## src/periph_defs.svh

```systemverilog
//------------------------------
// PC-XT peripheral glue
// Port addresses, EMS window bases,
// bus widths and register reset values
//------------------------------
`ifndef PERIPH_DEFS_SVH
`define PERIPH_DEFS_SVH

// Bus widths
`define PERIPH_DATA_W       8
`define PERIPH_ADDR_W       20

// I/O ports, compared against address bits 15:0
`define PORT_EMS_BASE       16'h0260
`define PORT_LPT            16'h0378
`define PORT_TANDY_PAGE     16'h03DF
`define PORT_NMI_MASK       16'h00A0

// EMS window base nibbles, address bits 19:16
`define EMS_WIN_A           4'hA
`define EMS_WIN_C           4'hC
`define EMS_WIN_D           4'hD

// Register reset values
`define LPT_RESET           8'hFF
`define TANDY_PAGE_RESET    8'h00
`define NMI_MASK_RESET      8'hFF

// Map write byte that unmaps an entry
`define EMS_UNMAP_BYTE      8'hFF

`endif
```

## src/ems_pkg.sv

```systemverilog
//------------------------------
// EMS page map types
// Page number, slot, map write byte
//------------------------------
`default_nettype none

`include "periph_defs.svh"

package ems_pkg;

    typedef logic [6:0] ems_page_t;
    typedef logic [1:0] ems_slot_t;

    // 0 selects A0000h, 1 selects C0000h, others D0000h
    typedef logic [1:0] ems_base_sel_t;

    typedef struct packed {
        logic      above;
        ems_page_t page;
    } ems_map_field_t;

    // Written byte, seen raw or as flag plus page
    typedef union packed {
        logic [`PERIPH_DATA_W-1:0] raw;
        ems_map_field_t            map;
    } ems_write_u;

endpackage

`default_nettype wire

```

## src/periph_bus_pkg.sv

```systemverilog
//------------------------------
// Peripheral I/O bus types
// Address, data byte and target device
//------------------------------
`default_nettype none

`include "periph_defs.svh"

package periph_bus_pkg;

    // Full 20-bit bus address
    typedef logic [`PERIPH_ADDR_W-1:0] io_addr_t;

    typedef logic [`PERIPH_DATA_W-1:0] data_t;

    // Device targeted by an I/O cycle
    typedef enum logic [2:0] {
        DEV_NONE       = 3'd0,
        DEV_EMS        = 3'd1,
        DEV_LPT        = 3'd2,
        DEV_TANDY_PAGE = 3'd3,
        DEV_NMI_MASK   = 3'd4
    } periph_dev_t;

endpackage

`default_nettype wire

```

## src/periph_glue_top.sv

```systemverilog
//------------------------------
// PC-XT peripheral glue top
// Decode, register and read-back
// pipeline
//------------------------------
`timescale 1ns/100ps
`default_nettype none

module periph_glue_top (
    input  logic                        clock,
    input  logic                        reset,
    input  periph_bus_pkg::io_addr_t    address_i,
    input  periph_bus_pkg::data_t       data_i,
    input  logic                        io_read_n_i,
    input  logic                        io_write_n_i,
    input  logic                        address_enable_n_i,
    input  logic                        tandy_video_i,
    input  logic                        ems_enabled_i,
    input  ems_pkg::ems_base_sel_t      ems_base_sel_i,
    output periph_bus_pkg::data_t       data_o,
    output logic                        data_valid_o,
    output ems_pkg::ems_page_t [3:0]    ems_page_o,
    output logic [3:0]                  ems_map_enable_o,
    output logic [3:0]                  ems_window_hit_o
);

    periph_bus_pkg::periph_dev_t dev;
    ems_pkg::ems_slot_t          slot;
    periph_bus_pkg::data_t       wdata;
    logic                        write;
    logic                        read;
    periph_bus_pkg::data_t       lpt;
    periph_bus_pkg::data_t       tandy_page;
    periph_bus_pkg::data_t       nmi_mask;

    io_decode_stage u_decode (
        .clock              (clock),
        .reset              (reset),
        .address_i          (address_i),
        .data_i             (data_i),
        .io_read_n_i        (io_read_n_i),
        .io_write_n_i       (io_write_n_i),
        .address_enable_n_i (address_enable_n_i),
        .tandy_video_i      (tandy_video_i),
        .ems_enabled_i      (ems_enabled_i),
        .dev_o              (dev),
        .slot_o             (slot),
        .wdata_o            (wdata),
        .write_o            (write),
        .read_o             (read)
    );

    port_register_file u_regs (
        .clock        (clock),
        .reset        (reset),
        .dev_i        (dev),
        .wdata_i      (wdata),
        .write_i      (write),
        .lpt_o        (lpt),
        .tandy_page_o (tandy_page),
        .nmi_mask_o   (nmi_mask)
    );

    ems_map_stage u_ems (
        .clock            (clock),
        .reset            (reset),
        .dev_i            (dev),
        .slot_i           (slot),
        .wdata_i          (wdata),
        .write_i          (write),
        .address_i        (address_i),
        .io_read_n_i      (io_read_n_i),
        .io_write_n_i     (io_write_n_i),
        .ems_base_sel_i   (ems_base_sel_i),
        .ems_page_o       (ems_page_o),
        .ems_map_enable_o (ems_map_enable_o),
        .ems_window_hit_o (ems_window_hit_o)
    );

    readback_stage u_readback (
        .clock            (clock),
        .reset            (reset),
        .dev_i            (dev),
        .slot_i           (slot),
        .read_i           (read),
        .lpt_i            (lpt),
        .tandy_page_i     (tandy_page),
        .nmi_mask_i       (nmi_mask),
        .ems_page_i       (ems_page_o),
        .ems_map_enable_i (ems_map_enable_o),
        .data_o           (data_o),
        .data_valid_o     (data_valid_o)
    );

endmodule

`default_nettype wire

```

## src/readback_stage.sv

```systemverilog
//------------------------------
// Read-back stage
// Selects and registers the byte
// driven onto the chipset bus
//------------------------------
`timescale 1ns/100ps
`default_nettype none

`include "periph_defs.svh"

module readback_stage (
    input  logic                          clock,
    input  logic                          reset,
    input  periph_bus_pkg::periph_dev_t   dev_i,
    input  ems_pkg::ems_slot_t            slot_i,
    input  logic                          read_i,
    input  periph_bus_pkg::data_t         lpt_i,
    input  periph_bus_pkg::data_t         tandy_page_i,
    input  periph_bus_pkg::data_t         nmi_mask_i,
    input  ems_pkg::ems_page_t [3:0]      ems_page_i,
    input  logic [3:0]                    ems_map_enable_i,
    output periph_bus_pkg::data_t         data_o,
    output logic                          data_valid_o
);

    periph_bus_pkg::data_t rd_byte;

    always_comb begin
        case (dev_i)
            periph_bus_pkg::DEV_EMS: begin
                // Unmapped entries read as FFh
                rd_byte = ems_map_enable_i[slot_i] ? {1'b0, ems_page_i[slot_i]}
                                                   : `EMS_UNMAP_BYTE;
            end
            periph_bus_pkg::DEV_LPT:        rd_byte = lpt_i;
            periph_bus_pkg::DEV_TANDY_PAGE: rd_byte = tandy_page_i;
            periph_bus_pkg::DEV_NMI_MASK:   rd_byte = nmi_mask_i;
            default:                        rd_byte = '0;
        endcase
    end

    always_ff @(posedge clock, posedge reset) begin
        if (reset) begin
            data_o       <= '0;
            data_valid_o <= 1'b0;
        end else if (read_i) begin
            data_o       <= rd_byte;
            data_valid_o <= 1'b1;
        end else begin
            data_o       <= '0;
            data_valid_o <= 1'b0;
        end
    end

endmodule

`default_nettype wire

```

## src/ems_map_stage.sv

```systemverilog
//------------------------------
// EMS page map
// Four map entries and their
// memory window hits
//------------------------------
`timescale 1ns/100ps
`default_nettype none

`include "periph_defs.svh"

module ems_map_stage (
    input  logic                          clock,
    input  logic                          reset,
    input  periph_bus_pkg::periph_dev_t   dev_i,
    input  ems_pkg::ems_slot_t            slot_i,
    input  periph_bus_pkg::data_t         wdata_i,
    input  logic                          write_i,
    input  periph_bus_pkg::io_addr_t      address_i,
    input  logic                          io_read_n_i,
    input  logic                          io_write_n_i,
    input  ems_pkg::ems_base_sel_t        ems_base_sel_i,
    output ems_pkg::ems_page_t [3:0]      ems_page_o,
    output logic [3:0]                    ems_map_enable_o,
    output logic [3:0]                    ems_window_hit_o
);

    ems_pkg::ems_write_u map_wr;
    logic                ems_write;
    logic [3:0]          base_nibble;
    logic                mem_cycle;

    always_comb begin
        map_wr.raw = wdata_i;
    end

    assign ems_write = write_i && (dev_i == periph_bus_pkg::DEV_EMS);

    // Map update, FFh unmaps, 00h-7Fh maps, the rest is ignored
    always_ff @(posedge clock, posedge reset) begin
        if (reset) begin
            ems_page_o       <= '0;
            ems_map_enable_o <= '0;
        end else if (ems_write) begin
            if (map_wr.raw == `EMS_UNMAP_BYTE) begin
                ems_map_enable_o[slot_i] <= 1'b0;
            end else if (!map_wr.map.above) begin
                ems_page_o[slot_i]       <= map_wr.map.page;
                ems_map_enable_o[slot_i] <= 1'b1;
            end
        end
    end

    always_comb begin
        case (ems_base_sel_i)
            2'd0:    base_nibble = `EMS_WIN_A;
            2'd1:    base_nibble = `EMS_WIN_C;
            default: base_nibble = `EMS_WIN_D;
        endcase
    end

    // Only memory cycles hit, any I/O strobe masks the window
    assign mem_cycle = io_read_n_i & io_write_n_i;

    // Slot k covers base + k * 16 KB
    always_comb begin
        for (int k = 0; k < 4; k++) begin
            ems_window_hit_o[k] = mem_cycle && ems_map_enable_o[k] &&
                (address_i[`PERIPH_ADDR_W-1:14] == {base_nibble, 2'(k)});
        end
    end

endmodule

`default_nettype wire

```

## src/port_register_file.sv

```systemverilog
//------------------------------
// Plain port registers
// Printer latch, Tandy page and
// NMI mask
//------------------------------
`timescale 1ns/100ps
`default_nettype none

`include "periph_defs.svh"

module port_register_file (
    input  logic                         clock,
    input  logic                         reset,
    input  periph_bus_pkg::periph_dev_t  dev_i,
    input  periph_bus_pkg::data_t        wdata_i,
    input  logic                         write_i,
    output periph_bus_pkg::data_t        lpt_o,
    output periph_bus_pkg::data_t        tandy_page_o,
    output periph_bus_pkg::data_t        nmi_mask_o
);

    always_ff @(posedge clock, posedge reset) begin
        if (reset) begin
            lpt_o        <= `LPT_RESET;
            tandy_page_o <= `TANDY_PAGE_RESET;
            nmi_mask_o   <= `NMI_MASK_RESET;
        end else if (write_i) begin
            case (dev_i)
                periph_bus_pkg::DEV_LPT: begin
                    lpt_o <= wdata_i;
                end
                periph_bus_pkg::DEV_TANDY_PAGE: begin
                    tandy_page_o <= wdata_i;
                end
                periph_bus_pkg::DEV_NMI_MASK: begin
                    // Video page bits are not used here, byte is only stored
                    nmi_mask_o <= wdata_i;
                end
                default: begin
                    // EMS writes go to the map stage
                end
            endcase
        end
    end

endmodule

`default_nettype wire

```

## src/io_decode_stage.sv

```systemverilog
//------------------------------
// I/O decode stage
// Registers the bus cycle and the
// device it targets
//------------------------------
`timescale 1ns/100ps
`default_nettype none

`include "periph_defs.svh"

module io_decode_stage (
    input  logic                         clock,
    input  logic                         reset,
    input  periph_bus_pkg::io_addr_t     address_i,
    input  periph_bus_pkg::data_t        data_i,
    input  logic                         io_read_n_i,
    input  logic                         io_write_n_i,
    input  logic                         address_enable_n_i,
    input  logic                         tandy_video_i,
    input  logic                         ems_enabled_i,
    output periph_bus_pkg::periph_dev_t  dev_o,
    output ems_pkg::ems_slot_t           slot_o,
    output periph_bus_pkg::data_t        wdata_o,
    output logic                         write_o,
    output logic                         read_o
);

    logic [15:0]                 port;
    logic                        iorq;
    periph_bus_pkg::periph_dev_t dev_next;

    assign port = address_i[15:0];
    assign iorq = ~io_read_n_i | ~io_write_n_i;

    always_comb begin
        dev_next = periph_bus_pkg::DEV_NONE;
        if (~address_enable_n_i && iorq) begin
            if (ems_enabled_i && ({port[15:2], 2'b00} == `PORT_EMS_BASE)) begin
                dev_next = periph_bus_pkg::DEV_EMS;
            end else if (port == `PORT_LPT) begin
                dev_next = periph_bus_pkg::DEV_LPT;
            end else if (port == `PORT_TANDY_PAGE) begin
                dev_next = periph_bus_pkg::DEV_TANDY_PAGE;
            end else if (tandy_video_i && ({port[15:3], 3'b000} == `PORT_NMI_MASK)) begin
                // A0h-A7h only exists on Tandy
                dev_next = periph_bus_pkg::DEV_NMI_MASK;
            end
        end
    end

    always_ff @(posedge clock, posedge reset) begin
        if (reset) begin
            dev_o   <= periph_bus_pkg::DEV_NONE;
            write_o <= 1'b0;
            read_o  <= 1'b0;
        end else begin
            dev_o   <= dev_next;
            write_o <= ~io_write_n_i && (dev_next != periph_bus_pkg::DEV_NONE);
            read_o  <= ~io_read_n_i && (dev_next != periph_bus_pkg::DEV_NONE);
        end
    end

    always_ff @(posedge clock) begin
        slot_o  <= address_i[1:0];
        wdata_o <= data_i;
    end

endmodule

`default_nettype wire

```

## config.mk

```make
export PLATFORM = sky130hd
export DESIGN_NAME = periph_glue_top
export DESIGN_NICKNAME = d
export VERILOG_FILES = /design/src/ems_pkg.sv /design/src/periph_bus_pkg.sv /design/src/periph_glue_top.sv /design/src/readback_stage.sv /design/src/ems_map_stage.sv /design/src/port_register_file.sv /design/src/io_decode_stage.sv
export VERILOG_INCLUDE_DIRS = /design/src
export SDC_FILE = /design/constraint.sdc
export NUM_CORES = 1
export LEC_CHECK = 0
export ABC_AREA = 1
export BUFFER_PORTS_ARGS = -buffer_cell sky130_fd_sc_hd__buf_2
export CAP_MARGIN = 10
export CORE_ASPECT_RATIO = 0.7
export CORE_UTILIZATION = 59
export DETAILED_ROUTE_END_ITERATION = 6
export MAX_ROUTING_LAYER = met4
export PLACE_DENSITY = 0.85
export SLEW_MARGIN = 10
export SYNTH_ARGS = -nofsm -noshare
export SYNTH_HDL_FRONTEND = slang
export SYNTH_HIERARCHICAL = 1
export SYNTH_SLANG_ARGS = --single-unit
```

## constraint.sdc

```tcl
create_clock -name clock -period 3.4 [get_ports clock]
set_input_delay 0.17 -clock clock [delete_from_list [all_inputs] [get_ports clock]]
set_output_delay 0.17 -clock clock [all_outputs]
set_load 0.03 [all_outputs]
```

# == Word-level counts from Yosys, hierarchy flattened ==
# Index checks and enable logic that the tools add are counted.
# op_classes
mux,21
reduce_logical,22
order_cmp,2
n_eq_ne,15
bitwise,10
# op_table
cell,n
16-bit by 10-bit equality test with 1-bit output (second input constant),2
8-bit one-hot mux with 4 select lines,1
28-bit bitwise mux,1
6-bit equality test,4
8-bit two-way mux,2
1-bit logical AND,15
3-bit two-way mux,5
7-bit binary-select mux with 2-bit select,1
7-bit demux with 2-bit select,1
14-bit by 8-bit equality test with 1-bit output (second input constant),1
7-bit two-way mux,2
13-bit by 5-bit equality test with 1-bit output (second input constant),1
8-bit equality test (second input constant),1
4-bit two-way mux,2
2-bit AND reduction,4
3-bit by 2-bit equality test with 1-bit output (second input constant),2
3-bit one-hot mux with 2 select lines,1
1-bit inverter,5
4-bit AND,1
4-bit inverter,1
4-bit OR,1
3-bit by 1-bit equality test with 1-bit output (second input constant),1
3-bit equality test (second input constant),1
2-bit by 3-bit < comparator with 1-bit output (second input constant),1
other kinds (11),13
# word_totals
in_bits,37
out_inout_bits,45
ff_bits,80
wordCells,85

# == Depth between registers and ports, before layout ==
# Gate-level depths: netlist of run 1.
# depth
ltp_word,9
mapped_depth,10
mapped_depth_nobuf,10

# == By module ==
# Netlist of run 1, hierarchy kept.
# modules_own_cells
module,area_each_um2,seq_area_each_um2,instances,cells_per_inst
ems_map_stage,1426.4,800.8,1,175
readback_stage,1024.7,225.2,1,187
port_register_file,1011.0,620.6,1,110
io_decode_stage,628.1,325.3,1,82

# == Worst setup path before layout of run 1 ==
# Ideal clock, no wire load.
# synth_path
kind,register -> output
start,reg (tool-made name)
end,out ems_window_hit_o[0]
t_arrival_ps,1337
n_path_buf,0
path_stages_with_launch,3
slack_ps,1893
required_ps,3230
path_cell_list,dfrtp_1 -> nand3_1 -> nor3_1
# synth_rtl
item,line,rtl
to (decl),periph_glue_top.sv:24,output logic [3:0] ems_window_hit_o

# == Worst setup path in the final report of run 1 ==
# layout_path
start,reg u_decode.dev_o[1]
end,reg u_ems/ems_page_o[15] in the netlist's numbering
# layout_via
elab_chain_len,3
# layout_lines
item,line,rtl
from (decl),io_decode_stage.sv:21,"output periph_bus_pkg::periph_dev_t dev_o,"
from (signal assigned),io_decode_stage.sv:53,dev_o <= periph_bus_pkg::DEV_NONE;
from (signal assigned),io_decode_stage.sv:57,dev_o <= dev_next;
3-bit by 1-bit equality test with 1-bit output,ems_map_stage.sv:36,assign ems_write = write_i && (dev_i == periph_bus_pkg::DEV_EMS);
1-bit logical AND,ems_map_stage.sv:36,
3-bit AND reduction (no line),n/a,
"to (signal, indexed assignment)",ems_map_stage.sv:47,ems_page_o[slot_i] <= map_wr.map.page;
to (decl),ems_map_stage.sv:22,"output ems_pkg::ems_page_t [3:0] ems_page_o,"
# No other way between the ends.
# A chain may end at the register's enable or synchronous reset.

==> flow_summary.ini, run 1 <==
[cells_and_area]
syn_to_final_growth_pct = 18.63
drive_gt1_share_pct = 22.39
final_common_cell = nand2_1
antenna_cells = 0
layout_common_cells = 214 x nand2_1, 89 x nand3_1, 81 x buf_2, 73 x inv_1, 54 x dfrtp_1
layout.nets = 684

[pwr]
power.density_nw_per_um2 = 371.9
ir_drop_mv = 0.1840
power_mw = 1.805
p_seq_share_pct = 54.4
clockPowerShare_pct = 39.5
swShare_pct = 23.68
p_switching_mw = 0.4273
pwr-share-comb_pct = 6.0
p_int_mw = 1.377
leakagePower_nw = 2.792

[min_path]
hold_start = io_write_n_i
hold_class = input port to flip-flop
whs_endpoint = u_decode/write_o
holdPathStages = 4

[sta]
max_slew_margin_pct = 35.29
hold_violations = 0
grt_setup_unrepaired = no
max_freq_mhz = 461.3
fin_setup_tns_ns = 0
skew_ns = 0.01268
fin_crit_ns = 2.168
maxSlewViolCount = 0
setup_viol = 0
period_share_pct = 63.76
tightestPinTransition_ns = 0.9696

[setup_path]
rrSetupSlack_ns = 1.23
crit_path_max_fanout = 25
rr_endpoint = u_ems/ems_page_o[15]
path_class = flip-flop to flip-flop
arrival_ns = 2.40
worstReg2RegStart = u_decode/dev_o[1]
required_ns = 3.64
reg2reg_depth = 6
startpoint_type = flip-flop
end_kind = flip-flop

[synth]
synthCells = 554
ys_top_cells_by_area = dfrtp_1 33%, nand2_1 20%, nand3_1 11%, dfstp_2 10%, inv_1 6.8%
synth.distinct_cells = 27
synth_warnings = 6
avgSynthCellArea_um2 = 7.383
yosysTopAreaCellShare_pct = 33.04
ys_seq_elements = 80
syn_nets = 591
ys_seq_area_share_pct = 48.21
syn-cell-area_um2 = 4090
post-synth-top-area-cell = dfrtp_1

[die]
fp.dieW_um = 101.5
core_um2 = 6456
rows = 24
start_util_pct = 63.35
die_y_um = 71.66
ios = 82
die_area_um2 = 7275

[global_routing]
grtUsageTotal_pct = 34.02
grt_pass1_vias = 3730
grt_pass1_wl_um = 18070
grt_antenna_before_repair = 0
grt_max_degree = 33
grt_overflow = 0

[run_status]
status = finished, final reports clean

[cts]
clk_pin_slew_worst_paths_ns = 0.08
ctsHoldBuffers = 11
ctsResizeCount = 0
tritoncts = done
root_buffer = clkbuf_8
cts.sink_count = 80
cts_setup_buffers = 0
clkLatencyLatePin_ns = 0.35
cts_buffers = 9
h-tree-depth = 3
clockBufferDepth = 2

[drt]
wl_um = 11050
ant_nets = 0
avgViaCountPerCell = 5.417
drtIter0Drc = 451
via_count = 4025
wl_per_cell_um = 14.87
drc = 0
drt-pass1-iter-count = 6

[place]
hpwl_um = 7601
portBuffers = 81
gp_congestion = 0.9249

[job]
drv_cap = 0
## layout make-up
| cell class | instances | area [um2] |
|---|---|---|
| tap | 91 | 113.9 |
| sequential | 80 | 1972 |
| multi-input combinational | 381 | 1722 |
| clock buffer | 12 | 155.1 |
| fill | 501 | 1604 |
| timing repair buffer | 94 | 530.5 |
| inverter | 81 | 306.5 |
| clock inverter | 4 | 52.55 |
## state kept, by name (all words and copies together) (netlist names), named ones only
signal and flops:
u_readback/data_o 8, u_decode/wdata_o 8, u_regs/lpt_o 8, u_decode/dev_o 3, u_readback/data_valid_o 1, u_regs/tandy_page_o 8, u_regs/nmi_mask_o 8, u_decode/read_o 1
u_ems/ems_page_o 28, u_decode/write_o 1, u_decode/slot_o 2
## kinds of logic after synthesis
| group | after synthesis | synth area share [%] |
|---|---|---|
| flops | 80 | 48.21 |
| compound gates | 5 | 1.010 |
| simple gates | 376 | 41.08 |
| buf+inv | 93 | 9.697 |
## synthesized netlist by cell type
library cell    n
a21boi_0        1
a21boi_1        1
a21oi_4         1
and3_1          1
buf_2           6
buf_4           2
buf_6           4
clkinv_1        1
dfrtp_1        54
dfstp_2        16
dfxtp_1        10
inv_1          74
inv_2           5
inv_4           1
nand2_1       214
nand2_2         4
nand2_4         3
nand3_1        89
nand3_2         2
nand3b_1        1
nand4_1        13
nor2_1         29
nor2_2         10
nor2_4          4
nor3_1          5
nor3_4          1
o21ai_0         2
## worst max path at each step
stage	endpoint	slack (ns)	startpoint
2_1_floorplan	ems_window_hit_o[0]	1.89	flip-flop
3_3_place_gp	u_ems/ems_page_o[2]	1.45	u_decode/dev_o[1]
3_5_place_dp	u_ems/ems_page_o[15]	1.31	u_decode/dev_o[1]
4_1_cts	u_ems/ems_page_o[15]	1.30	u_decode/dev_o[1]
5_1_grt	u_ems/ems_page_o[15]	1.11	u_decode/dev_o[0]
6_report	u_ems/ems_page_o[15]	1.23	u_decode/dev_o[1]
## routing by layer
layer	track usage, %	wire, um	vias up
met3	9.268	1262	44
met2	49.40	4811	284
met5	-	0	-
met4	12.08	342	0
met1	45.95	4633	1790
li1	-	-	1907
## power by group through the flow
stage / registers [mW] / clock network (mW) / logic, mW
finish: 0.982 / 0.714 / 0.109
CTS: 0.981 / 0.722 / 0.107
detailed placement: 0.999 / 0 / 0.0968
floorplan: 0.984 / 0 / 0.0583
global route: 0.982 / 0.770 / 0.122
global placement: 0.999 / 0 / 0.0927
## through the flow
stage / instances / utilization [%] / instance area [um2] / hold WS [ns] / worst slack (ns)
2_1_floorplan: 554 / - / 4090 / -0.05148 / 1.893
6_report: 743 / 75.16 / 4852 / 0.1291 / 1.232
3_3_place_gp: 716 / 70.23 / 4534 / 0.1189 / 1.447
5_1_grt: 743 / 75.16 / 4852 / 0.1414 / 1.113
4_1_cts: 743 / 75.16 / 4852 / 0.1170 / 1.303
3_5_place_dp: 716 / 70.23 / 4534 / 0.1300 / 1.312
## worst max-delay path: stages, from the launching register on
cell	delay, ns
dfrtp_1	0.62
nor2_1	0.19
nand3_1	0.15
nor2_4	0.51
nand2_1	0.35
nand2_1	0.17
nand2_1	0.06
(Power assumes the default switching activity.)
==> inputs of run 2 (changes only) <==
CORE_UTILIZATION = 55   (was 59)
PLACE_DENSITY = 0.8   (was 0.85)
clock period = 2 ns   (was 3.4 ns; I/O delays follow)
==> flow_summary.ini, run 2 (synthesis gave the netlist of run 1 again) <==
[run_status]
status = finished, final reports clean

[die]
die_area_um2 = 7791
rows = 25
ios = 82
die_y_um = 74.15
start_util_pct = 58.64
fp.dieW_um = 105.1
core_um2 = 6975

[pwr]
ir_drop_mv = 0.3431
leakagePower_nw = 2.861
power.density_nw_per_um2 = 622.1
p_seq_share_pct = 53.2
p_switching_mw = 0.7873
swShare_pct = 25.54
clockPowerShare_pct = 39.4
p_int_mw = 2.296
pwr-share-comb_pct = 7.3

[cells_and_area]
antenna_cells = 0
layout.nets = 698
final_common_cell = nand2_1
syn_to_final_growth_pct = 21.17
largest_reg_flops = 28
drive_gt1_share_pct = 24.02
fin_cells = 760
layout_common_cells = 214 x nand2_1, 89 x nand3_1, 81 x buf_2, 74 x inv_1, 54 x dfrtp_1
fillCellCount = 581
final_util_pct = 71.05
regMostFlops = u_ems/ems_page_o

[global_routing]
grt_overflow = 0
grtUsageTotal_pct = 30.29
grt_max_degree = 33
grt_antenna_before_repair = 0
grt_pass1_vias = 3483
grt_pass1_wl_um = 17260

[setup_path]
critPathMaxStageDelay_ns = 0.65
crit_slowest_cell = dfxtp_1
crit_path_max_fanout = 13
end_kind = flip-flop
required_ns = 2.24
crit_top_cell = nand2_1
startpoint_type = flip-flop
crit_chain = inv_1 -> nor2_2 -> nand2_1 -> nand2_1 -> nand2_1
arrival_ns = 2.01
path_class = flip-flop to flip-flop

[place]
gp_congestion = 0.9124
portBuffers = 81
hpwl_um = 7956
numPlacedInstances = 733

[cts]
clockBufferDepth = 2
h-tree-depth = 3
cts_setup_buffers = 0
tritoncts = done
ctsHoldBuffers = 11
clk_pin_slew_worst_paths_ns = 0.09
cts.sink_count = 80
cts_buffers = 9
ctsResizeCount = 0
root_buffer = clkbuf_8
clkLatencyLatePin_ns = 0.35

[sta]
max_freq_mhz = 564.4
tightestPinTransition_ns = 0.5177
setup_viol = 0
hold_violations = 0
maxSlewViolCount = 0
period_share_pct = 88.58
fin_crit_ns = 1.772
grt_setup_unrepaired = no
skew_ns = 0.006097
max_slew_margin_pct = 65.44
fin_setup_tns_ns = 0

[drt]
drc = 0
avgViaCountPerCell = 5.245
drtIter0Drc = 439
drt-pass1-iter-count = 5
via_count = 3986
wl_um = 10810
wl_per_cell_um = 14.23
ant_nets = 0

[job]
drv_cap = 0

[min_path]
hold_class = input port to flip-flop
run 2: cell types whose count changed in the layout (fill, tap and decap cells not counted), sizes merged:
cell / delta
clkinv: +1
clkbuf: -3
buf: +14
inv: +2
run 2: through the flow:
| stage | power, mW | hold WS (ns) | cell area, um2 | setup WS (ns) |
|---|---|---|---|---|
| detailed placement | 1.880 | 0.05548 | 4643 | 0.3266 |
| finish | 3.083 | 0.02949 | 4956 | 0.2284 |
| global route | 3.189 | 0.03733 | 4956 | 0.1720 |
| global placement | 1.873 | 0.04172 | 4643 | 0.3824 |
| floorplan | 1.772 | -0.1215 | 4090 | 0.5628 |
| CTS | 3.097 | 0.01299 | 4956 | 0.3002 |
run 2: final timing paths:
check	start	to	slack (ns)	cells after the start
worst max-delay path	u_decode/slot_o[1]	u_ems/ems_page_o[20]	0.23	5
worst min-delay path	io_write_n_i	u_decode/write_o	0.03	4
worst max register to register	u_decode/slot_o[1]	u_ems/ems_page_o[20]	0.23	5
worst min register to register	u_regs/lpt_o[2]	u_regs/lpt_o[2]	0.47	2
max in group asynchronous	reset	u_regs/lpt_o[3]	1.00	4
min in group asynchronous	reset	u_decode/dev_o[2]	0.24	3
run 2: area by class of cell:
| cell class | instances | area [um2] | share of cell area (%) |
|---|---|---|---|
| Multi-Input combinational cell | 381 | 1722 | 34.74 |
| Sequential cell | 80 | 1972 | 39.79 |
| Clock inverter | 7 | 78.83 | 1.591 |
| Timing Repair Buffer | 108 | 635.6 | 12.83 |
| Inverter | 81 | 306.5 | 6.185 |
| Tap cell | 94 | 117.6 | 2.373 |
| Clock buffer | 9 | 123.9 | 2.499 |
run 2: power by group through the flow:
stage / sequential, mW / combinational (mW) / clock (mW)
4_1_cts: 1.64 / 0.224 / 1.23
2_1_floorplan: 1.67 / 0.0991 / 0
3_3_place_gp: 1.67 / 0.200 / 0
5_1_grt: 1.64 / 0.251 / 1.29
6_report: 1.64 / 0.227 / 1.21
3_5_place_dp: 1.67 / 0.207 / 0
run 2: critical path, delay by kind of cell (launching register included):
family / cells / cell delay (ns)
AND/OR/NAND/NOR: 4 / 0.89
buffers and inverters: 1 / 0.11
flip-flops: 1 / 0.65
run 2: layer usage:
layer,wire length [um],vias up,track usage [%]
met5,0,-,-
met4,289,0,13.62
met3,1140,28,5.784
met2,4588,248,43.49
met1,4794,1778,42.01
li1,-,1932,-
